[src/design/cpuBusPkg.sv]
package cpuBusPkg;

    typedef logic [31:0] longWord_t;   // Data word on the CPU bus
    typedef logic [31:0] memAddr_t;    // Byte address of a memory cycle
    typedef logic [4:0]  regAddr_t;    // Register word address, ADDR[6:2]

    // Register access from the CPU
    typedef struct packed {
        logic      sel;
        logic      write;
        regAddr_t  addr;
        longWord_t wdata;
    } regAccess_t;

    // Memory cycle driven while we own the bus
    typedef struct packed {
        logic      as;      // Address strobe
        logic      write;
        memAddr_t  addr;
        longWord_t wdata;
    } memCycle_t;

endpackage
[src/design/scsiDmaPkg.sv]
package scsiDmaPkg;

    typedef logic [7:0]  scsiByte_t;   // Peripheral port data
    typedef logic [15:0] xferCount_t;  // Transfer length in longwords

    // CNTR bits 2:0
    typedef struct packed {
        logic dir;      // 1 = memory to SCSI
        logic ena;
        logic intEna;
    } dmaCtrl_t;

    // ISTR bits 2:0
    typedef struct packed {
        logic fifoEmpty;
        logic fifoFull;
        logic intPending;
    } dmaStatus_t;

    // Register map, word addresses
    localparam cpuBusPkg::regAddr_t REG_WTC    = 5'd1;
    localparam cpuBusPkg::regAddr_t REG_CNTR   = 5'd2;
    localparam cpuBusPkg::regAddr_t REG_ACR    = 5'd3;
    localparam cpuBusPkg::regAddr_t REG_ST_DMA = 5'd4;   // Write starts the transfer
    localparam cpuBusPkg::regAddr_t REG_CINT   = 5'd6;   // Write clears the interrupt
    localparam cpuBusPkg::regAddr_t REG_ISTR   = 5'd7;

    typedef enum logic [2:0] {stIdle, stArbitrate, stScsiByte, stMemCycle, stDone} dmaState_e;

endpackage

[src/design/resdmac.sv]
`timescale 1ns/1ps

module resdmac #(
    parameter int fifoDepth     = 4,
    parameter int ioPulseCycles = 3
) (
    input  logic                  sclk_i,
    input  logic                  rst_i,
    input  cpuBusPkg::regAccess_t regAccess_i,
    output cpuBusPkg::longWord_t  regRdata_o,
    output logic                  int_o,
    output logic                  br_o,
    input  logic                  bg_i,
    output logic                  own_o,
    output cpuBusPkg::memCycle_t  memCycle_o,
    input  logic                  dsack_i,
    input  cpuBusPkg::longWord_t  memRdata_i,
    input  logic                  dreq_i,
    output logic                  dack_o,
    output logic                  ior_o,
    output logic                  iow_o,
    input  scsiDmaPkg::scsiByte_t pd_i,
    output scsiDmaPkg::scsiByte_t pd_o
);
    import cpuBusPkg::*;
    import scsiDmaPkg::*;

    dmaCtrl_t   ctrl;
    xferCount_t count;
    memAddr_t   acr, curAddr;
    longWord_t  fifoWord, busRdata;
    scsiByte_t  fifoByte, rdByte;
    logic startDma, xferDone, acrUpdateEn;
    logic pushByte, popByte, pushWord, popWord;
    logic wordReady, byteAvail, fifoEmpty, fifoFull;
    logic ioStart, ioWrite, ioDone;
    logic busRequest, busRelease, granted, cycleStart, cycleWrite, loadAddr, cycleDone;

    dmacRegisters u_registers (
        .sclk_i, .rst_i, .regAccess_i,
        .status_i      ({fifoEmpty, fifoFull, 1'b0}),
        .xferDone_i    (xferDone),
        .acrUpdate_i   (curAddr),
        .acrUpdateEn_i (acrUpdateEn),
        .regRdata_o, .ctrl_o (ctrl), .count_o (count), .acr_o (acr),
        .startDma_o    (startDma),
        .int_o
    );

    dmaFifo #(.fifoDepth(fifoDepth)) u_fifo (
        .sclk_i, .rst_i,
        .pushByte_i  (pushByte), .byteIn_i (rdByte), .popByte_i (popByte),
        .pushWord_i  (pushWord), .wordIn_i (busRdata), .popWord_i (popWord),
        .byteOut_o   (fifoByte), .wordOut_o (fifoWord),
        .wordReady_o (wordReady), .byteAvail_o (byteAvail),
        .fifoEmpty_o (fifoEmpty), .fifoFull_o (fifoFull)
    );

    scsiPort #(.ioPulseCycles(ioPulseCycles)) u_scsiPort (
        .sclk_i, .rst_i,
        .ioStart_i (ioStart), .ioWrite_i (ioWrite), .wrByte_i (fifoByte),
        .pd_i, .pd_o, .dack_o, .ior_o, .iow_o,
        .rdByte_o  (rdByte), .ioDone_o (ioDone)
    );

    cpuBusMaster u_busMaster (
        .sclk_i, .rst_i,
        .busRequest_i (busRequest), .busRelease_i (busRelease), .bg_i,
        .cycleStart_i (cycleStart), .cycleWrite_i (cycleWrite), .wdata_i (fifoWord),
        .loadAddr_i   (loadAddr), .startAddr_i (acr),
        .dsack_i, .memRdata_i,
        .br_o, .own_o, .granted_o (granted), .memCycle_o,
        .rdata_o      (busRdata), .curAddr_o (curAddr), .cycleDone_o (cycleDone)
    );

    dmaControl u_control (
        .sclk_i, .rst_i,
        .ctrl_i        (ctrl), .count_i (count), .startDma_i (startDma), .dreq_i,
        .fifoFull_i    (fifoFull), .wordReady_i (wordReady), .byteAvail_i (byteAvail),
        .ioDone_i      (ioDone), .granted_i (granted), .cycleDone_i (cycleDone),
        .pushByte_o    (pushByte), .popByte_o (popByte),
        .pushWord_o    (pushWord), .popWord_o (popWord),
        .ioStart_o     (ioStart), .ioWrite_o (ioWrite),
        .busRequest_o  (busRequest), .busRelease_o (busRelease),
        .cycleStart_o  (cycleStart), .cycleWrite_o (cycleWrite),
        .loadAddr_o    (loadAddr), .xferDone_o (xferDone), .acrUpdateEn_o (acrUpdateEn)
    );

endmodule

[src/design/dmaControl.sv]
`timescale 1ns/1ps

module dmaControl (
    input  logic                   sclk_i,
    input  logic                   rst_i,
    input  scsiDmaPkg::dmaCtrl_t   ctrl_i,
    input  scsiDmaPkg::xferCount_t count_i,
    input  logic                   startDma_i,
    input  logic                   dreq_i,
    input  logic                   fifoFull_i,
    input  logic                   wordReady_i,
    input  logic                   byteAvail_i,
    input  logic                   ioDone_i,
    input  logic                   granted_i,
    input  logic                   cycleDone_i,
    output logic                   pushByte_o,
    output logic                   popByte_o,
    output logic                   pushWord_o,
    output logic                   popWord_o,
    output logic                   ioStart_o,
    output logic                   ioWrite_o,
    output logic                   busRequest_o,
    output logic                   busRelease_o,
    output logic                   cycleStart_o,
    output logic                   cycleWrite_o,
    output logic                   loadAddr_o,
    output logic                   xferDone_o,
    output logic                   acrUpdateEn_o
);
    import scsiDmaPkg::*;

    dmaState_e  state;
    xferCount_t memLeft;     // Memory cycles still to run
    xferCount_t scsiLeft;    // Longwords the SCSI side still has to move
    logic [1:0] byteIdx;
    logic       ioBusy;
    logic       m2s;
    logic       active;
    logic       byteGo;
    logic       memGo;

    assign m2s    = ctrl_i.dir;
    assign active = (state == stScsiByte) || (state == stMemCycle);

    // Byte side runs alongside the memory cycles
    assign byteGo = active && !ioBusy && scsiLeft != '0 && dreq_i &&
                    (m2s ? byteAvail_i : !fifoFull_i);
    assign memGo  = (state == stScsiByte) && memLeft != '0 &&
                    (m2s ? !fifoFull_i : wordReady_i);

    assign ioStart_o     = byteGo;
    assign ioWrite_o     = m2s;
    assign pushByte_o    = ioDone_i && !m2s;
    assign popByte_o     = ioDone_i && m2s;
    assign cycleStart_o  = memGo;
    assign cycleWrite_o  = !m2s;
    assign popWord_o     = memGo && !m2s;          // Word goes out with the cycle start
    assign acrUpdateEn_o = (state == stMemCycle) && cycleDone_i;
    assign pushWord_o    = acrUpdateEn_o && m2s;
    assign busRequest_o  = state == stArbitrate;
    assign busRelease_o  = state == stDone;
    assign xferDone_o    = state == stDone;
    assign loadAddr_o    = (state == stIdle) && startDma_i && ctrl_i.ena;

    always_ff @(posedge sclk_i) begin
        if (rst_i) begin
            state    <= stIdle;
            memLeft  <= '0;
            scsiLeft <= '0;
            byteIdx  <= 2'd0;
            ioBusy   <= 1'b0;
        end else begin
            if (byteGo) begin
                ioBusy <= 1'b1;
            end else if (ioDone_i) begin
                ioBusy <= 1'b0;
            end
            if (ioDone_i) begin
                byteIdx <= byteIdx + 2'd1;
                if (byteIdx == 2'd3) scsiLeft <= scsiLeft - 1'b1;
            end
            case (state)
                stIdle: begin
                    if (loadAddr_o) begin
                        memLeft  <= count_i;
                        scsiLeft <= count_i;
                        byteIdx  <= 2'd0;
                        state    <= stArbitrate;
                    end
                end
                stArbitrate: if (granted_i) state <= stScsiByte;
                stScsiByte: begin
                    if (memGo) begin
                        state <= stMemCycle;
                    end else if (memLeft == '0 && scsiLeft == '0) begin
                        state <= stDone;
                    end
                end
                stMemCycle: begin
                    if (cycleDone_i) begin
                        memLeft <= memLeft - 1'b1;
                        state   <= stScsiByte;
                    end
                end
                stDone:  state <= stIdle;
                default: state <= stIdle;
            endcase
        end
    end

endmodule

[src/design/cpuBusMaster.sv]
`timescale 1ns/1ps

module cpuBusMaster (
    input  logic                 sclk_i,
    input  logic                 rst_i,
    input  logic                 busRequest_i,
    input  logic                 busRelease_i,
    input  logic                 bg_i,
    input  logic                 cycleStart_i,
    input  logic                 cycleWrite_i,
    input  cpuBusPkg::longWord_t wdata_i,
    input  logic                 loadAddr_i,
    input  cpuBusPkg::memAddr_t  startAddr_i,
    input  logic                 dsack_i,
    input  cpuBusPkg::longWord_t memRdata_i,
    output logic                 br_o,
    output logic                 own_o,
    output logic                 granted_o,
    output cpuBusPkg::memCycle_t memCycle_o,
    output cpuBusPkg::longWord_t rdata_o,
    output cpuBusPkg::memAddr_t  curAddr_o,
    output logic                 cycleDone_o
);
    import cpuBusPkg::*;

    logic      asReg;
    logic      writeReg;
    longWord_t wdataReg;
    logic      cycleEnd;

    assign cycleEnd   = asReg && dsack_i;
    assign memCycle_o = '{as: asReg, write: writeReg, addr: curAddr_o, wdata: wdataReg};

    always_ff @(posedge sclk_i) begin
        if (rst_i) begin
            br_o        <= 1'b0;
            own_o       <= 1'b0;
            granted_o   <= 1'b0;
            asReg       <= 1'b0;
            cycleDone_o <= 1'b0;
        end else begin
            granted_o   <= 1'b0;
            cycleDone_o <= 1'b0;
            if (busRelease_i) begin
                own_o <= 1'b0;
            end else if (br_o && bg_i) begin   // Grant seen, take ownership
                br_o      <= 1'b0;
                own_o     <= 1'b1;
                granted_o <= 1'b1;
            end else if (busRequest_i && !own_o) begin
                br_o <= 1'b1;
            end
            if (cycleStart_i) begin
                asReg <= 1'b1;
            end else if (cycleEnd) begin       // Late dsack just holds the cycle
                asReg       <= 1'b0;
                cycleDone_o <= 1'b1;
            end
        end
    end

    always_ff @(posedge sclk_i) begin
        if (loadAddr_i) begin
            curAddr_o <= startAddr_i;
        end else if (cycleEnd) begin
            curAddr_o <= curAddr_o + memAddr_t'(4);
        end
        if (cycleStart_i) begin
            writeReg <= cycleWrite_i;
            wdataReg <= wdata_i;
        end
        if (cycleEnd) rdata_o <= memRdata_i;
    end

endmodule

[src/design/scsiPort.sv]
`timescale 1ns/1ps

module scsiPort #(
    parameter int ioPulseCycles = 3
) (
    input  logic                  sclk_i,
    input  logic                  rst_i,
    input  logic                  ioStart_i,
    input  logic                  ioWrite_i,
    input  scsiDmaPkg::scsiByte_t wrByte_i,
    input  scsiDmaPkg::scsiByte_t pd_i,
    output scsiDmaPkg::scsiByte_t pd_o,
    output logic                  dack_o,
    output logic                  ior_o,
    output logic                  iow_o,
    output scsiDmaPkg::scsiByte_t rdByte_o,
    output logic                  ioDone_o
);
    localparam int cntW = $clog2(ioPulseCycles + 1);

    logic [cntW-1:0] pulseCnt;   // Strobe cycles left

    always_ff @(posedge sclk_i) begin
        if (rst_i) begin
            pulseCnt <= '0;
            dack_o   <= 1'b0;
            ior_o    <= 1'b0;
            iow_o    <= 1'b0;
            ioDone_o <= 1'b0;
        end else begin
            ioDone_o <= 1'b0;
            if (ioStart_i) begin
                pulseCnt <= cntW'(ioPulseCycles);
                dack_o   <= 1'b1;
                ior_o    <= !ioWrite_i;
                iow_o    <= ioWrite_i;
            end else if (pulseCnt != '0) begin
                pulseCnt <= pulseCnt - 1'b1;
                if (pulseCnt == cntW'(1)) begin   // Last strobe cycle
                    dack_o   <= 1'b0;
                    ior_o    <= 1'b0;
                    iow_o    <= 1'b0;
                    ioDone_o <= 1'b1;
                end
            end
        end
    end

    always_ff @(posedge sclk_i) begin
        if (ioStart_i) pd_o <= wrByte_i;                     // Held for the whole pulse
        if (ior_o && pulseCnt == cntW'(1)) rdByte_o <= pd_i;
    end

endmodule

[src/design/dmaFifo.sv]
`timescale 1ns/1ps

module dmaFifo #(
    parameter int fifoDepth = 4
) (
    input  logic                  sclk_i,
    input  logic                  rst_i,
    input  logic                  pushByte_i,
    input  scsiDmaPkg::scsiByte_t byteIn_i,
    input  logic                  popByte_i,
    input  logic                  pushWord_i,
    input  cpuBusPkg::longWord_t  wordIn_i,
    input  logic                  popWord_i,
    output scsiDmaPkg::scsiByte_t byteOut_o,
    output cpuBusPkg::longWord_t  wordOut_o,
    output logic                  wordReady_o,
    output logic                  byteAvail_o,
    output logic                  fifoEmpty_o,
    output logic                  fifoFull_o
);
    import cpuBusPkg::*;

    localparam int ptrW = (fifoDepth > 1) ? $clog2(fifoDepth) : 1;
    localparam int cntW = $clog2(fifoDepth + 1);

    longWord_t       mem [fifoDepth];
    logic [ptrW-1:0] wrPtr, rdPtr;
    logic [cntW-1:0] count;
    logic [1:0]      inOff, outOff;   // Byte lane, 0 is bits 31:24
    logic            wordIn, wordOut;

    // An entry counts only once all four bytes are in
    assign wordIn  = pushWord_i || (pushByte_i && inOff == 2'd3);
    assign wordOut = popWord_i || (popByte_i && outOff == 2'd3);

    assign wordOut_o   = mem[rdPtr];
    assign byteOut_o   = mem[rdPtr][8*(3-outOff) +: 8];
    assign wordReady_o = count != '0;
    assign byteAvail_o = wordReady_o;                  // Bytes drain from whole words only
    assign fifoEmpty_o = (count == '0) && (inOff == 2'd0);
    assign fifoFull_o  = count == cntW'(fifoDepth);

    always_ff @(posedge sclk_i) begin
        if (pushWord_i) begin
            mem[wrPtr] <= wordIn_i;
        end else if (pushByte_i) begin
            mem[wrPtr][8*(3-inOff) +: 8] <= byteIn_i;
        end
    end

    always_ff @(posedge sclk_i) begin
        if (rst_i) begin
            wrPtr  <= '0;
            rdPtr  <= '0;
            count  <= '0;
            inOff  <= 2'd0;
            outOff <= 2'd0;
        end else begin
            if (pushByte_i) inOff <= inOff + 2'd1;
            if (popByte_i) outOff <= outOff + 2'd1;
            if (wordIn) wrPtr <= (wrPtr == ptrW'(fifoDepth - 1)) ? '0 : wrPtr + 1'b1;
            if (wordOut) rdPtr <= (rdPtr == ptrW'(fifoDepth - 1)) ? '0 : rdPtr + 1'b1;
            if (wordIn && !wordOut) begin
                count <= count + 1'b1;
            end else if (wordOut && !wordIn) begin
                count <= count - 1'b1;
            end
        end
    end

endmodule

[src/design/dmacRegisters.sv]
`timescale 1ns/1ps

module dmacRegisters (
    input  logic                    sclk_i,
    input  logic                    rst_i,
    input  cpuBusPkg::regAccess_t   regAccess_i,
    input  scsiDmaPkg::dmaStatus_t  status_i,      // intPending field is not used
    input  logic                    xferDone_i,
    input  cpuBusPkg::memAddr_t     acrUpdate_i,
    input  logic                    acrUpdateEn_i,
    output cpuBusPkg::longWord_t    regRdata_o,
    output scsiDmaPkg::dmaCtrl_t    ctrl_o,
    output scsiDmaPkg::xferCount_t  count_o,
    output cpuBusPkg::memAddr_t     acr_o,
    output logic                    startDma_o,
    output logic                    int_o
);
    import cpuBusPkg::*;
    import scsiDmaPkg::*;

    logic       wrEn;
    logic       intPending;
    dmaStatus_t istr;

    assign wrEn  = regAccess_i.sel && regAccess_i.write;
    assign istr  = '{fifoEmpty: status_i.fifoEmpty, fifoFull: status_i.fifoFull,
                     intPending: intPending};
    assign int_o = intPending && ctrl_o.intEna;

    always_ff @(posedge sclk_i) begin
        if (rst_i) begin
            count_o    <= '0;
            ctrl_o     <= '0;
            acr_o      <= '0;
            intPending <= 1'b0;
            startDma_o <= 1'b0;
        end else begin
            startDma_o <= wrEn && (regAccess_i.addr == REG_ST_DMA);
            if (wrEn && regAccess_i.addr == REG_WTC) begin
                count_o <= regAccess_i.wdata[$bits(xferCount_t)-1:0];
            end
            if (wrEn && regAccess_i.addr == REG_CNTR) begin
                ctrl_o <= dmaCtrl_t'(regAccess_i.wdata[$bits(dmaCtrl_t)-1:0]);
            end
            // The running address overrides a CPU write
            if (acrUpdateEn_i) begin
                acr_o <= acrUpdate_i;
            end else if (wrEn && regAccess_i.addr == REG_ACR) begin
                acr_o <= regAccess_i.wdata;
            end
            if (xferDone_i) begin
                intPending <= 1'b1;
            end else if (wrEn && regAccess_i.addr == REG_CINT) begin
                intPending <= 1'b0;
            end
        end
    end

    // Registered readback, valid the cycle after the select
    always_ff @(posedge sclk_i) begin
        if (regAccess_i.sel && !regAccess_i.write) begin
            case (regAccess_i.addr)
                REG_WTC:  regRdata_o <= longWord_t'(count_o);
                REG_CNTR: regRdata_o <= longWord_t'(ctrl_o);
                REG_ACR:  regRdata_o <= acr_o;
                REG_ISTR: regRdata_o <= longWord_t'(istr);
                default:  regRdata_o <= '0;
            endcase
        end
    end

endmodule

[config.mk]
export PLATFORM = sky130hd
export DESIGN_NAME = resdmac
export DESIGN_NICKNAME = d
export VERILOG_FILES = /design/src/design/cpuBusPkg.sv /design/src/design/scsiDmaPkg.sv /design/src/design/resdmac.sv /design/src/design/dmaControl.sv /design/src/design/cpuBusMaster.sv /design/src/design/scsiPort.sv /design/src/design/dmaFifo.sv /design/src/design/dmacRegisters.sv
export SDC_FILE = /design/constraint.sdc
export NUM_CORES = 1
export LEC_CHECK = 0
export BUFFER_PORTS_ARGS = -buffer_cell sky130_fd_sc_hd__clkbuf_2
export CAP_MARGIN = 30
export CORE_ASPECT_RATIO = 0.75
export CORE_MARGIN = 10
export CORE_UTILIZATION = 55
export CTS_BUF_LIST = sky130_fd_sc_hd__clkbuf_4 sky130_fd_sc_hd__clkbuf_8
export CTS_CLUSTER_DIAMETER = 200
export CTS_CLUSTER_SIZE = 16
export DETAILED_ROUTE_END_ITERATION = 8
export GPL_TIMING_DRIVEN = 0
export HOLD_SLACK_MARGIN = 0.05
export PLACE_DENSITY_LB_ADDON = 0.25
export RECOVER_POWER = 100
export SLEW_MARGIN = 25
export SYNTH_ARGS = -nofsm -noshare
export SYNTH_HDL_FRONTEND = slang
export SYNTH_SLANG_ARGS = --single-unit
[constraint.sdc]
create_clock -name sclk_i -period 4.2 [get_ports sclk_i]
set_clock_uncertainty 0.05 [all_clocks]
set_input_delay 0.63 -clock sclk_i [delete_from_list [all_inputs] [get_ports sclk_i]]
set_output_delay 0.63 -clock sclk_i [all_outputs]
set_load 0.01 [all_outputs]
==> run summary <==
gpl congestion = 0.960
Starting Density = 55.9%
DR WL met3 = 4260 um
ratio of cells with drive above 1 in the final layout = 11.7%
worst-margin pin slew = 1.60 ns
Total Routing Usage GR = 23.2%
metal2 WL = 19200 um
grt ovf = 0
fillers = 2398
Worst setup endpoint = u_busMaster.wdataReg[18]
# hold bufs at CTS = 0
H-tree depth = 1
Synth-to-Final Area Change = 11.5%
Core Region = 29200 um2
final worst-path cycle share = 89.0%
Slew Limit Fails = 9
PortBufs = 195
Syn. warnings = 0
hold_ws = 0.157 ns
sequential fraction of the synthesis area = 64.3%
Critical Path AT = 3.80 ns
area share of the largest cell type after synthesis = 50.2%
DRT Pass-1 Iters = 5
CTS buffer count = 28
initial antenna violation count = 0
CP startpoint = u_control.memLeft[0]
#FFs+latches synth = 388
Crit Path Category = reg -> reg
leading cell type in the layout, fill and taps excluded = edfxtp_1
r2r worst-path depth = 8
Fin. Hold Viols = 0
maximum VDD drop = 0.265 mV
DRC viols = 0
minimum clock period = 3.74 ns
clock buffer depth = 3
dominant cell type by area after synthesis = edfxtp_1
final wirelength = 44200 um
Setup TNS Final = 0 ns
Syn Area/Cell = 12.9 um2
HP Class = in -> reg
Max-cap violations = 1
reg-to-reg endpoint = u_busMaster.wdataReg[18]
register-to-register setup slack = 0.46 ns
M1 WL = 19800 um
status = finished with violations
Setup crit end kind = register
cell area after synthesis = 16300 um2
DP Worst Slack = 0.696 ns
RSZ-0062 raised after global routing = no
post_cts resized = 0
Synth area leaders = edfxtp_1 (50%), dfxtp_1 (14%), mux4_2 (5.5%)
clock slew at reported path FFs = 0.10 ns
Post-synth EDFFs = 273
Detailed Route Iter0 Violations = 1384
failing checks = max-capacitance violations, max-slew violations
DP Wirelength = 32600 um
setup ws final = 0.462 ns
Highest Signal Layer = met4
largest net degree at the start of global routing = 35
# setup viols final = 0
fmax = 268 MHz
critical-path maximum fanout = 34
top_reg_cell synth = edfxtp_1
die width = 219 um
Async SR Flop Fraction = 0%
clock sink count = 388
Synth Net Count = 1367
ant diodes = 0
IO Pins = 196
DIE HEIGHT = 169 um
Leak Pwr = 6.02 nW
CTS tree = built
layout net count = 1596
worst reg2reg startpoint = u_control.memLeft[0]
commonest non-fill, non-tap cells in the layout = edfxtp_1 (273), clkbuf_1 (183), nand2_1 (137), nor2_1 (119), dfxtp_1 (115)
Root Buffer = clkbuf_8
vias per cell = 6.02
pwr/cell area = 351 nW/um2
first-pass GRT wire length = 66800 um
WL/cell = 23.2 um
vias in the first global route = 11.1k
Die Area = 37000 um2
clock latency on the worst-skew pair = 0.60 ns
DR vias = 11.5k
Slew HR = -7.85%
Mapped Cells = 1263
Crit path required time = 4.26 ns
critical path startpoint category = register
row cnt = 54
Yosys cell types = 63
Antenna Violating Nets Remaining = 0
postcts setup bufs = 0
[kinds of logic after synthesis]
logic type                 synth area share [%]
DFF                                        64.3
adders and majority gates                  1.58
and+or+nand+nor                            12.3
xor gates and xnor gates                   2.58
muxes                                      7.98
AOI/OAI and AO/OA                          8.92
buffers and inverters                      2.33
[critical path: stages, from the launching register on]
cell and delay (ns):
dfxtp_1 0.36, inv_1 0.09, ha_1 0.21, or4b_1 0.52
or4_1 0.50, clkbuf_1 0.22, or3_1 0.48, nand3_1 0.19
inv_1 0.59
[synth_stat cells, types with 5 or more instances]
cell type / count
a311oi_1: 32
nand2b_1: 10
nor2_1: 119
ha_1: 19
nand3_1: 18
a22oi_1: 9
nor3_1: 29
inv_1: 24
nor2b_1: 18
a21oi_1: 34
a211oi_1: 17
o21ai_0: 49
buf_1: 17
mux4_2: 40
edfxtp_1: 273
nor4_1: 20
mux2i_1: 39
a22o_1: 35
xnor2_1: 31
and3_1: 5
nand2_1: 137
nand4_1: 6
dfxtp_1: 115
and2_1: 24
clkbuf_1: 50
xor2_1: 17
or3_1: 11
[worst min-delay path by stage]
stage / from / to / cells after the start
after floorplan: u_control.ioBusy / u_control.ioBusy / 2
after global placement: u_scsiPort.dack_o / u_scsiPort.dack_o / 2
after detailed placement: u_scsiPort.dack_o / u_scsiPort.dack_o / 2
after CTS: pd_i[1] / u_scsiPort.rdByte_o[1] / 1
after global routing: pd_i[1] / u_scsiPort.rdByte_o[1] / 1
final: memRdata_i[5] / u_busMaster.rdata_o[5] / 1
[report_power, final]
group | switching (W) | internal (W)
sequential | 0.0000155 | 0.00409
clock | 0.00119 | 0.000836
combinational | 0.000158 | 0.0000994
[through the flow]
stage	instances	area (um2)	total power, W	utilization (%)
floorplan	1263	16300	0.00433	-
global placement	1850	17800	0.00444	60.9
detailed placement	1851	17800	0.00446	61.1
CTS	1902	18400	0.00642	63.1
global route	1905	18200	0.00658	62.4
finish	1905	18200	0.00639	62.4
[flip-flops by register name, indices dropped and copies added (netlist names), 3 cells and up, named ones only]
signal                  flops
u_busMaster.curAddr_o      32
u_busMaster.rdata_o        32
u_busMaster.wdataReg       32
u_control.memLeft          16
u_control.scsiLeft         16
u_control.state             3
u_fifo.count                3
u_fifo.mem                128
u_registers.acr_o          32
u_registers.count_o        16
u_registers.ctrl_o          3
u_registers.regRdata_o     32
u_scsiPort.pd_o             8
u_scsiPort.rdByte_o         8
[metal layers]
layer,GRT usage [%],vias up
met4,5.15,0
met1,35.1,5669
li1,-,5157
met3,3.85,75
met2,34.4,571
met5,0,-
[cell type report]
cell class,instances,area [um2],share of cell area (%)
flip-flops and latches,388,10500,57.7
clock inverters,1,16.3,0.0894
clock buffers,50,557,3.06
repair buffers,199,850,4.67
plain buffers,71,274,1.51
inverters,26,97.6,0.536
multi-input cells,778,5420,29.8
well taps,392,490,2.69
Note: power is estimated with default switching activity, not from simulation.
